### src/rtl/l2_cache_pkg.sv
// Line constants, request opcodes and the request, lookup, update and response structs.
`default_nettype none

package l2_cache_pkg;
	// Line geometry and line address width.
	localparam int LINE_BYTES = 16;
	localparam int LINE_BITS = LINE_BYTES * 8;
	localparam int ADDR_WIDTH = 26;

	typedef enum logic [1:0] {
		OP_LOAD,
		OP_STORE,
		OP_LOAD_SYNC,
		OP_STORE_SYNC
	} l2_op_t;

	// Request as it travels down the pipeline.
	typedef struct packed {
		logic valid;
		logic [1:0] unit;
		logic [1:0] strand;
		l2_op_t op;
		logic [ADDR_WIDTH-1:0] address;
		logic [LINE_BITS-1:0] data;
		logic [LINE_BYTES-1:0] mask;
		logic has_sm_data;
		logic [LINE_BITS-1:0] sm_data;
	} l2_req_t;

	// Result of one way for the set indexed by the tag stage.
	typedef struct packed {
		logic hit;
		logic [LINE_BITS-1:0] data;
	} l2_lookup_t;

	// Array write; tag holds the whole line address, each way slices out its tag bits.
	typedef struct packed {
		logic valid;
		logic [7:0] way;
		logic [7:0] set;
		logic [ADDR_WIDTH-1:0] tag;
		logic [LINE_BITS-1:0] data;
	} l2_update_t;

	typedef struct packed {
		logic valid;
		logic [1:0] unit;
		logic [1:0] strand;
		l2_op_t op;
		logic [ADDR_WIDTH-1:0] address;
		logic [LINE_BITS-1:0] data;
		logic hit;
		logic sync_success;
	} l2_resp_t;
endpackage

`default_nettype wire

### src/rtl/l2_cache_write.sv
// Write stage: byte-mask store merge, response register and the array update.
`default_nettype none

module l2_cache_write #(
	parameter int NUM_WAYS = 4,
	parameter int NUM_SETS = 16,
	localparam int WAY_BITS = (NUM_WAYS > 1) ? $clog2(NUM_WAYS) : 1
) (
	input wire logic clk,
	input wire logic rst,
	input wire logic stall_pipeline,
	input wire l2_cache_pkg::l2_req_t rd_req,
	input wire logic [l2_cache_pkg::LINE_BITS-1:0] rd_old_data,
	input wire logic rd_hit,
	input wire logic [WAY_BITS-1:0] rd_way,
	input wire logic rd_sync_success,
	output l2_cache_pkg::l2_update_t update,
	output l2_cache_pkg::l2_resp_t resp
);
	import l2_cache_pkg::*;

	localparam int SET_BITS = $clog2(NUM_SETS);

	logic [LINE_BITS-1:0] old_line;
	logic [LINE_BITS-1:0] merged_line;
	logic is_store;
	logic line_present;

	// Memory data replaces whatever the read stage found.
	assign old_line = rd_req.has_sm_data ? rd_req.sm_data : rd_old_data;

	always_comb
	begin
		for (int b = 0; b < LINE_BYTES; b++)
		begin
			if (rd_req.mask[b])
				merged_line[b*8 +: 8] = rd_req.data[b*8 +: 8];
			else
				merged_line[b*8 +: 8] = old_line[b*8 +: 8];
		end
	end

	assign is_store = rd_req.op == OP_STORE || rd_req.op == OP_STORE_SYNC;
	assign line_present = rd_hit || rd_req.has_sm_data;

	always_comb
	begin
		update.valid = 1'b0;
		update.way = 8'(rd_way);
		update.set = 8'(rd_req.address[SET_BITS-1:0]);
		update.tag = rd_req.address;
		update.data = merged_line;
		if (rd_req.valid)
		begin
			if (rd_req.op == OP_STORE_SYNC)
				update.valid = line_present && rd_sync_success;
			else if (rd_req.op == OP_STORE)
				update.valid = line_present;
			else if (rd_req.has_sm_data)
			begin
				// Load restart, so the fetched line gets filled.
				update.valid = 1'b1;
				update.data = rd_req.sm_data;
			end
		end
	end

	always_ff @(posedge clk)
	begin
		if (rst)
		begin
			resp.valid <= 1'b0;
		end
		else if (!stall_pipeline)
		begin
			resp.valid <= rd_req.valid;
			resp.unit <= rd_req.unit;
			resp.strand <= rd_req.strand;
			resp.op <= rd_req.op;
			resp.address <= rd_req.address;
			resp.data <= is_store ? merged_line : old_line;
			resp.hit <= line_present;
			resp.sync_success <= rd_sync_success;
		end
	end
endmodule

`default_nettype wire

### config.mk
export PLATFORM = sky130hd
export DESIGN_NAME = l2_cache_write
export DESIGN_NICKNAME = d
export VERILOG_FILES = /design/src/rtl/l2_cache_pkg.sv /design/src/rtl/l2_cache_write.sv
export SDC_FILE = /design/constraint.sdc
export NUM_CORES = 1
export LEC_CHECK = 0
export BUFFER_PORTS_ARGS = -buffer_cell sky130_fd_sc_hd__buf_2
export CELL_PAD_IN_SITES_DETAIL_PLACEMENT = 0
export CELL_PAD_IN_SITES_GLOBAL_PLACEMENT = 1
export CORE_AREA = 10 10 296 298
export DETAILED_ROUTE_END_ITERATION = 8
export DIE_AREA = 0 0 306 308
export GPL_TIMING_DRIVEN = 0
export PLACE_DENSITY = 0.46
export SYNTH_ARGS = -nofsm -noshare
export SYNTH_HDL_FRONTEND = slang
export SYNTH_SLANG_ARGS = --single-unit
### constraint.sdc
create_clock -name clk -period 18.86 [get_ports clk]
set_input_delay 5.658 -clock clk [delete_from_list [all_inputs] [get_ports clk]]
set_output_delay 5.658 -clock clk [all_outputs]
set_load 0.01 [all_outputs]
==> results of run 1 <==
-- path summary, 6_finish.rpt --
kind                       endpoint  slack [ns]  depth (start not counted)                   start
min          resp[162]$_SDFFE_PP0N_        0.51                          2  resp[162]$_SDFFE_PP0N_
min reg2reg  resp[162]$_SDFFE_PP0N_        0.51                          2  resp[162]$_SDFFE_PP0N_
max                     update[126]        5.10                          7             rd_req[299]
max reg2reg  resp[162]$_SDFFE_PP0N_       18.27                          2  resp[162]$_SDFFE_PP0N_
-- critical path, stage by stage --
cell	delay [ns]
buf_2	0.17
nand3b_2	0.36
buf_2	0.60
buf_2	0.50
o21ai_0	0.40
o2bb2ai_1	0.24
buf_2	0.16
-- metal layers --
layer / GRT usage [%] / vias to the layer above
met2: 25.4 / 492
met4: 4.40 / 8
li1: - / 5339
met5: 0 / -
met3: 5.45 / 72
met1: 16.1 / 5686
-- per-stage QoR --
| stage | hold slack (ns) | total power (uW) |
|---|---|---|
| floorplan | 0.535 | 607 |
| global placement | 0.484 | 794 |
| detailed placement | 0.495 | 791 |
| CTS | 0.519 | 1180 |
| global route | 0.573 | 1220 |
| finish | 0.510 | 1160 |
-- cells in the final DEF (no fill, tap or decap), types with 2 or more instances in the layout --
master     Yosys  final
buf_12         0      6
nor3b_1        5      5
clkinv_4       0      2
edfxtp_1     162    162
o221a_2      111    111
buf_4         44     44
conb_1         1     10
buf_6         16     16
nor2_1       131    130
clkbuf_16      0     17
mux2i_1      129    129
o2bb2ai_1     17     17
diode_2        0     12
a22oi_1        2      2
inv_6          0      4
nand2_1       33     33
nand2b_1     111    111
buf_2         31    792
a21oi_1      144    144
nor3b_2       10     10
clkinv_8       0      5
inv_8          0      4
clkbuf_1      19     19
o21ai_0       17     17
-- cell usage after synthesis (all sizes together) --
library cell  instances  area (um^2)
a21oi               144          721
a22oi                 2         15.0
buf                  91          666
clkbuf               19         71.3
conb                  1         3.75
dfxtp                 1         20.0
edfxtp              162         4860
inv                   1         3.75
mux2i               129         1290
nand2                33          124
nand2b              111          694
nand3b                1         11.3
nor2                132          498
nor3b                16          181
o21ai                17         85.1
o221a               111         1250
o2bb2ai              17          149
or2                   1         6.26
-- cell families after synthesis --
| logic type | share of synthesized area (%) |
|---|---|
| simple gates | 14.2 |
| compound gates | 20.8 |
| flops | 45.8 |
| mux | 12.1 |
| buf+inv | 6.95 |
| other cells | 0.0352 |
-- power by group --
part,internal (uW),leakage (uW),switching [uW]
Clock,180,0.000295,204
Combinational,142,0.00558,196
Sequential,432,0.00155,6.33
Total,754,0.00743,407
-- final cells by class --
cell class                 instances  share of cell area, %
antenna                           12                  0.181
buffer                           110                   4.44
clock buffer                      17                   2.56
clock inverter                    15                   1.08
inverter                           1                 0.0226
multi-input combinational        724                   30.6
sequential                       163                   29.4
tap                             1070                   8.07
timing repair buffer             767                   23.7
==> flow_summary.ini, run 1 <==
[place]
gp_congestion = 0.873
port_buffers = 761
dpl.cell_count = 2835
dpl.hpwl_um = 60600
placed_cell_area_mm2 = 0.0160
place_ws_ns = 4.89

[worst_setup_path]
arrival_ns = 8.10
crit_fanout = 11
start_kind = input pin
crit_required_ns = 13.20
critPathCaptureType = output pin
path_class = in2out

[cells_and_area]
top_register = resp
largest_reg_flops = 163
final_core_util_pct = 20.3
final_nets = 2225
syn_to_final_growth_pct = 55.8
regArea_mm2 = 0.00488
design_area_mm2 = 0.0166
fillers = 9102
top_regs = resp (163)
drive_gt1_share_pct = 56.5
multi_input_area_mm2 = 0.00507
fin_cells = 2879

[synthesis]
yosysUniqueCellTypes = 23
synth-seq-cells = 163
ys_seq_area_share_pct = 45.8
ys_warn_count = 0
syn_avg_cell_area_um2 = 10.8
synthCells = 989
synth_area_mm2 = 0.0107

[global_route]
grt_max_degree = 29
grt_pass1_vias = 12100
grt.overflow.total = 0
globalRouteTotalUtil_pct = 14.5
antenna_found_initial = 17
grt_pass1_wl_um = 97200

[worst_hold_path]
hp-class = reg2reg

[timing]
post-route-period-util_pct = 73.0
final.setup.tns_ns = 0
fin_crit_ns = 13.76
maxSlewViolCount = 0
rsz0062_at_grt = false
tightestPinTransition_ns = 0.970
fmax_ghz = 0.0727
slew_headroom_pct = 35.3
fin_ws_ns = 5.10
fin_worst_skew_ns = 0
finalSetupViolCount = 0
hold_violations = 0

[routing]
wl_met2_um = 36500
routed.top_layer = met5
vias_per_cell = 4.03
drc = 0
antenna_left = 0
dr_total_vias = 11600
first_pass_iters = 5
wl_um = 72000
drt-met1-wl_um = 28200
wl_met3_um = 5770
drt_iter0_drc = 711
wire_per_inst_um = 25.0

[clock_tree]
post_cts_buffers = 0
clock_sinks = 163
clock-root-buffer = clkbuf_16
h-tree-depth = 4
cts_tree = built
cts-buffers-inserted = 17
clock_latency_ns = 0.50
cts_resized = 0
hold_buffers = 0
clk_pin_slew_worst_paths_ns = 0.09
cts_buffer_depth = 2

[status]
outcome = complete, no violations

[flow_run]
max_cap_viol_count = 0

[power_and_ir_drop]
p_per_area_mw_per_mm2 = 69.9
vdd_ir_drop_max_uv = 71.0
p_leak_uw = 0.00743

[floorplanning]
rows = 105
io_pins = 775
start_util_pct = 13.1
die_w_um = 306
dieArea_mm2 = 0.0942
die_h_um = 308
core_mm2 = 0.0816
Note: power is estimated with default switching activity, not from simulation.
==> run 2, diff against run 1 <==
CORE_AREA = 10 10 295 297   (was 10 10 296 298)
DIE_AREA = 0 0 305 307   (was 0 0 306 308)
PLACE_DENSITY = 0.47   (was 0.46)
clock period = 12.2 ns   (was 18.86 ns; I/O delays follow)
==> flow_summary.ini, run 2 (synthesis gave the netlist of run 1 again) <==
[status]
outcome = complete, no violations

[floorplanning]
core_mm2 = 0.0813
io_pins = 775
dieArea_mm2 = 0.0936
die_w_um = 305
rows = 105
start_util_pct = 13.1
die_h_um = 307

[timing]
fin_worst_skew_ns = 0
finalSetupViolCount = 0
hold_violations = 0
post-route-period-util_pct = 79.5
slew_headroom_pct = 32.1
fin_crit_ns = 9.70
rsz0062_at_grt = false
tightestPinTransition_ns = 1.02
fmax_ghz = 0.103
maxSlewViolCount = 0

[clock_tree]
cts_tree = built
clock-root-buffer = clkbuf_16
post_cts_buffers = 0
cts-buffers-inserted = 17
hold_buffers = 0
cts_resized = 0
clock_latency_ns = 0.47
clk_pin_slew_worst_paths_ns = 0.07
cts_buffer_depth = 2
h-tree-depth = 4
clock_sinks = 163

[worst_setup_path]
startpoint = rd_req[305]
crit_required_ns = 8.54
crit_top_cell = buf_2
crit_fanout = 10
worstPathBufferInverterCount = 4
path_class = in2out
rr_startpoint = resp[162]$_SDFFE_PP0N_
critPathCaptureType = output pin
crit_family = buffers and inverters
arrival_ns = 6.04
crit_chain = buf_2 > nand3b_2 > buf_2 > buf_2 > o21ai_0 > o2bb2ai_1 > buf_2
slowest_delay_ns = 0.59
critical_path.slowest_cell = buf_2
start_kind = input pin

[routing]
drt_iter0_drc = 759
wl_um = 68800
vias_per_cell = 4.05
drc = 0
first_pass_iters = 5
antenna_left = 0
wire_per_inst_um = 23.9
dr_total_vias = 11600

[cells_and_area]
layout_common_cells = buf_2 (792), edfxtp_1 (162), a21oi_1 (144)
largest_reg_flops = 163
final_core_util_pct = 20.4
syn_to_final_growth_pct = 55.8
top_register = resp
drive_gt1_share_pct = 56.5
final_nets = 2225
layout_commonest_cell = buf_2
top_regs = resp (163)

[power_and_ir_drop]
p_leak_uw = 0.00743
p_per_area_mw_per_mm2 = 107
switching_share_pct = 33.6
internal_power_uw = 1180
switchingPower_uw = 599
combPwrFrac_pct = 28.9
power.total_uw = 1780
power_frac_seq_pct = 38.1
vdd_ir_drop_max_uv = 103
clock_power_share_pct = 33.0

[global_route]
antenna_found_initial = 12
grt_pass1_vias = 12300
grt.overflow.total = 0
globalRouteTotalUtil_pct = 13.9
grt_pass1_wl_um = 94400
grt_max_degree = 31

[worst_hold_path]
holdCritStartpoint = resp[162]$_SDFFE_PP0N_
hp-class = reg2reg

[place]
dpl.hpwl_um = 57800
gp_congestion = 0.856
port_buffers = 761

[flow_run]
max_cap_viol_count = 0
-- run 2: cell types whose count changed in the layout (fill, tap and decap cells not counted), sizes merged --
cell	before	now
clkinvlp	0	1
bufinv	0	1
diode	12	7
clkinv	7	5
-- run 2: stage by stage --
step,instances,instance area [um^2],setup TNS [ns],hold slack [ns],setup slack [ns]
after floorplan,998,10700,0,0.535,1.12
after global placement,2829,15800,-582.76,0.483,-3.65
after detailed placement,2835,16000,0,0.492,2.26
after CTS,2867,16600,0,0.510,2.26
after global routing,2871,16600,0,0.551,2.24
final,2874,16600,0,0.503,2.50
-- run 2: cell type report --
cell class | count | area (um^2)
Clock inverter | 15 | 181
Timing Repair Buffer | 767 | 3940
Buffer | 110 | 737
Clock buffer | 17 | 425
Tap cell | 1070 | 1340
Fill cell | 9071 | 64700
Sequential cell | 163 | 4880
Multi-Input combinational cell | 724 | 5070
Antenna cell | 7 | 17.5
Inverter | 1 | 3.75
-- run 2: tightest hold or removal path, delay by kind of cell (launching register included) --
family,cells,cell delay (ns)
flops,1,0.33
mux,1,0.07
simple gates,1,0.07
-- run 2: worst paths after layout --
| kind | end | slack, ns | depth (start not counted) |
|---|---|---|---|
| min reg2reg | resp[162]$_SDFFE_PP0N_ | 0.50 | 2 |
| min | resp[162]$_SDFFE_PP0N_ | 0.50 | 2 |
| max reg2reg | resp[162]$_SDFFE_PP0N_ | 11.60 | 2 |
| max | update[125] | 2.50 | 7 |
-- run 2: power groups by stage --
stage	Combinational, uW	Sequential [uW]	Clock (uW)
finish	516	678	588
CTS	525	679	620
global route	557	683	640
global placement	519	701	0
detailed placement	523	692	0
floorplan	218	721	0
-- run 2: routing by layer --
metal	global-route usage (%)	vias up	wire length [um]
met5	0	-	32
met2	24.9	537	35400
met4	5.10	6	1780
met1	15.2	5701	26300
met3	4.53	70	5260
li1	-	5329	-
==> run 3, diff against run 2 <==
ABC_AREA = 1   (was unset)
CORE_AREA = 10 10 291 293   (was 10 10 295 297)
DIE_AREA = 0 0 301 303   (was 0 0 305 307)
PLACE_DENSITY = 0.51   (was 0.47)
clock period = 10.12 ns   (was 12.2 ns; I/O delays follow)
==> flow_summary.ini, run 3 <==
[synthesis]
synth_top_area_cell = edfxtp_1
yosys.area_share.adder_pct = 0
synth-seq-cells = 163
synthCells = 1614
ys_seq_area_share_pct = 42.9
synth_enable_flop_cells = 162
ys.flop_type = edfxtp_1
ys_warn_count = 0
muxShareOfSynthArea_pct = 0.0879
synth_area_mm2 = 0.0114
synth_top_cell_area_share_pct = 42.7
synth-xor-area-share_pct = 0
synth_commonest_cells = nand2_1 (641), edfxtp_1 (162), nor2_1 (130)
syn_avg_cell_area_um2 = 7.05
synth_top_family_by_area = simple AND/OR/NAND/NOR gates
yosysMostFrequentCell = nand2_1
async_flop_share_pct = 0
yosysUniqueCellTypes = 18
synth_compound_area_share_pct = 11.3
ys_top_cells_by_area = edfxtp_1 (43%), nand2_1 (21%), or2_2 (7.1%), nand3_1 (5.7%), o21ai_0 (5.7%)
synth_simple_gate_area_share_pct = 38.3

[power_and_ir_drop]
p_per_area_mw_per_mm2 = 126
vdd_ir_drop_max_uv = 124
p_leak_uw = 0.00858

[timing]
fin_worst_skew_ns = 0
tightestPinTransition_ns = 1.24
finalSetupViolCount = 0
rsz0062_at_grt = false
fin_ws_ns = 1.82
hold_violations = 0
post-route-period-util_pct = 82.0
final.setup.tns_ns = 0
slew_headroom_pct = 17.4
fmax_ghz = 0.120
maxSlewViolCount = 0
fin_crit_ns = 8.30

[routing]
drc = 0
antenna_left = 0
vias_per_cell = 4.14
drt_iter0_drc = 728
wl_um = 79500
wire_per_inst_um = 22.8
first_pass_iters = 5
dr_total_vias = 14400

[floorplanning]
dieArea_mm2 = 0.0912
start_util_pct = 14.5
core_mm2 = 0.0786
die_w_um = 301
die_h_um = 303
io_pins = 775
rows = 103

[place]
port_buffers = 762
gp_congestion = 0.888
placed_cell_area_mm2 = 0.0167
place_ws_ns = 1.65
dpl.hpwl_um = 65900

[worst_setup_path]
crit_family = buffers and inverters
slowest_delay_ns = 0.49
start_kind = input pin
critPathCaptureType = output pin
worstPathBufferInverterCount = 6
crit_top_cell = buf_2
crit_chain = buf_2 > inv_2 > buf_4 > nand3_2 > buf_2 > buf_2 > nor2_1 > a21oi_1 > buf_2
arrival_ns = 5.26
crit_fanout = 10
path_class = in2out
critical_path.slowest_cell = buf_2
crit_required_ns = 7.08

[cells_and_area]
drive_gt1_share_pct = 42.6
design_area_mm2 = 0.0173
syn_to_final_growth_pct = 51.9
top_regs = resp (163)
final_nets = 2851
layout_common_cells = buf_2 (820), nand2_1 (641), edfxtp_1 (162)
top_register = resp
layout_commonest_cell = buf_2
largest_reg_flops = 163

[global_route]
grt_max_degree = 30
grt.overflow.total = 0
antenna_found_initial = 21
globalRouteTotalUtil_pct = 16.6
grt_pass1_vias = 14900
grt_pass1_wl_um = 109000

[worst_hold_path]
hp-class = reg2reg

[clock_tree]
h-tree-depth = 4
clock_sinks = 163
cts-buffers-inserted = 17
cts_buffer_depth = 2
post_cts_buffers = 0
clock_latency_ns = 0.47
hold_buffers = 0
cts_resized = 0
cts_tree = built
clk_pin_slew_worst_paths_ns = 0.07
clock-root-buffer = clkbuf_16

[status]
outcome = complete, no violations

[flow_run]
max_cap_viol_count = 0
==> run 3: cell types whose count changed in the layout (fill, tap and decap cells not counted), moves of 13 or more <==
cell       before  now
o2bb2ai_1      17    0
nand3_1         0  129
nand2b_1      111    0
buf_1           0   13
o221a_2       111    0
buf_6          16    0
a21oi_1       144  128
o21ai_0        17  129
nand2_1        33  641
inv_1           1   18
or2_2           1  129
buf_2         792  820
mux2i_1       129    1
==> run 3: path summary, 6_finish.rpt <==
kind,endpoint,cells past startpoint,start,slack (ns)
setup reg to reg,resp[162]$_SDFFE_PP0N_,2,resp[162]$_SDFFE_PP0N_,9.52
setup / recovery,update[90],9,rd_req[299],1.82
hold / removal,resp[162]$_SDFFE_PP0N_,2,resp[162]$_SDFFE_PP0N_,0.53
hold reg to reg,resp[162]$_SDFFE_PP0N_,2,resp[162]$_SDFFE_PP0N_,0.53
==> run 3: cell type report <==
type	count	area (um^2)
timing repair buffer	768	3930
buffer	142	767
tap	1050	1310
inverter	19	71.3
antenna	11	27.5
sequential	163	4880
fill	9028	61300
multi-input combinational	1299	5700
clock inverter	15	163
clock buffer	17	425
==> run 3: metal layers <==
layer,vias up,routed length [um],track usage [%]
met4,18,1510,4.45
li1,6899,-,-
met2,622,40200,29.8
met5,-,114,0
met1,6812,30000,17.8
met3,75,7730,6.62
==> run 3: report_power, final <==
part / internal [uW] / switching (uW)
Combinational: 245 / 412
Clock: 331 / 369
Sequential: 807 / 13.2
Total: 1380 / 795
==> run 3: kinds of logic after synthesis <==
family          Yosys count
other cells               1
buf+inv                 161
simple gates           1031
mux                       1
flops                   163
compound gates          257
==> run 3: worst min-delay path: cells and delay by family, from the launching register on <==
| family | cells | cell delay (ns) |
|---|---|---|
| flip-flops | 1 | 0.34 |
| multiplexers | 1 | 0.07 |
| AND/OR/NAND/NOR | 1 | 0.09 |
==> run 3: metrics by stage <==
step / total power (uW) / std cells / utilization (%) / hold WS (ns)
finish: 2180 / 3484 / 22.0 / 0.535
global route: 2310 / 3477 / 22.0 / 0.583
CTS: 2230 / 3473 / 22.0 / 0.549
detailed placement: 1510 / 3441 / 21.2 / 0.532
global placement: 1510 / 3435 / 21.1 / 0.473
floorplan: 1140 / 1623 / - / 0.535
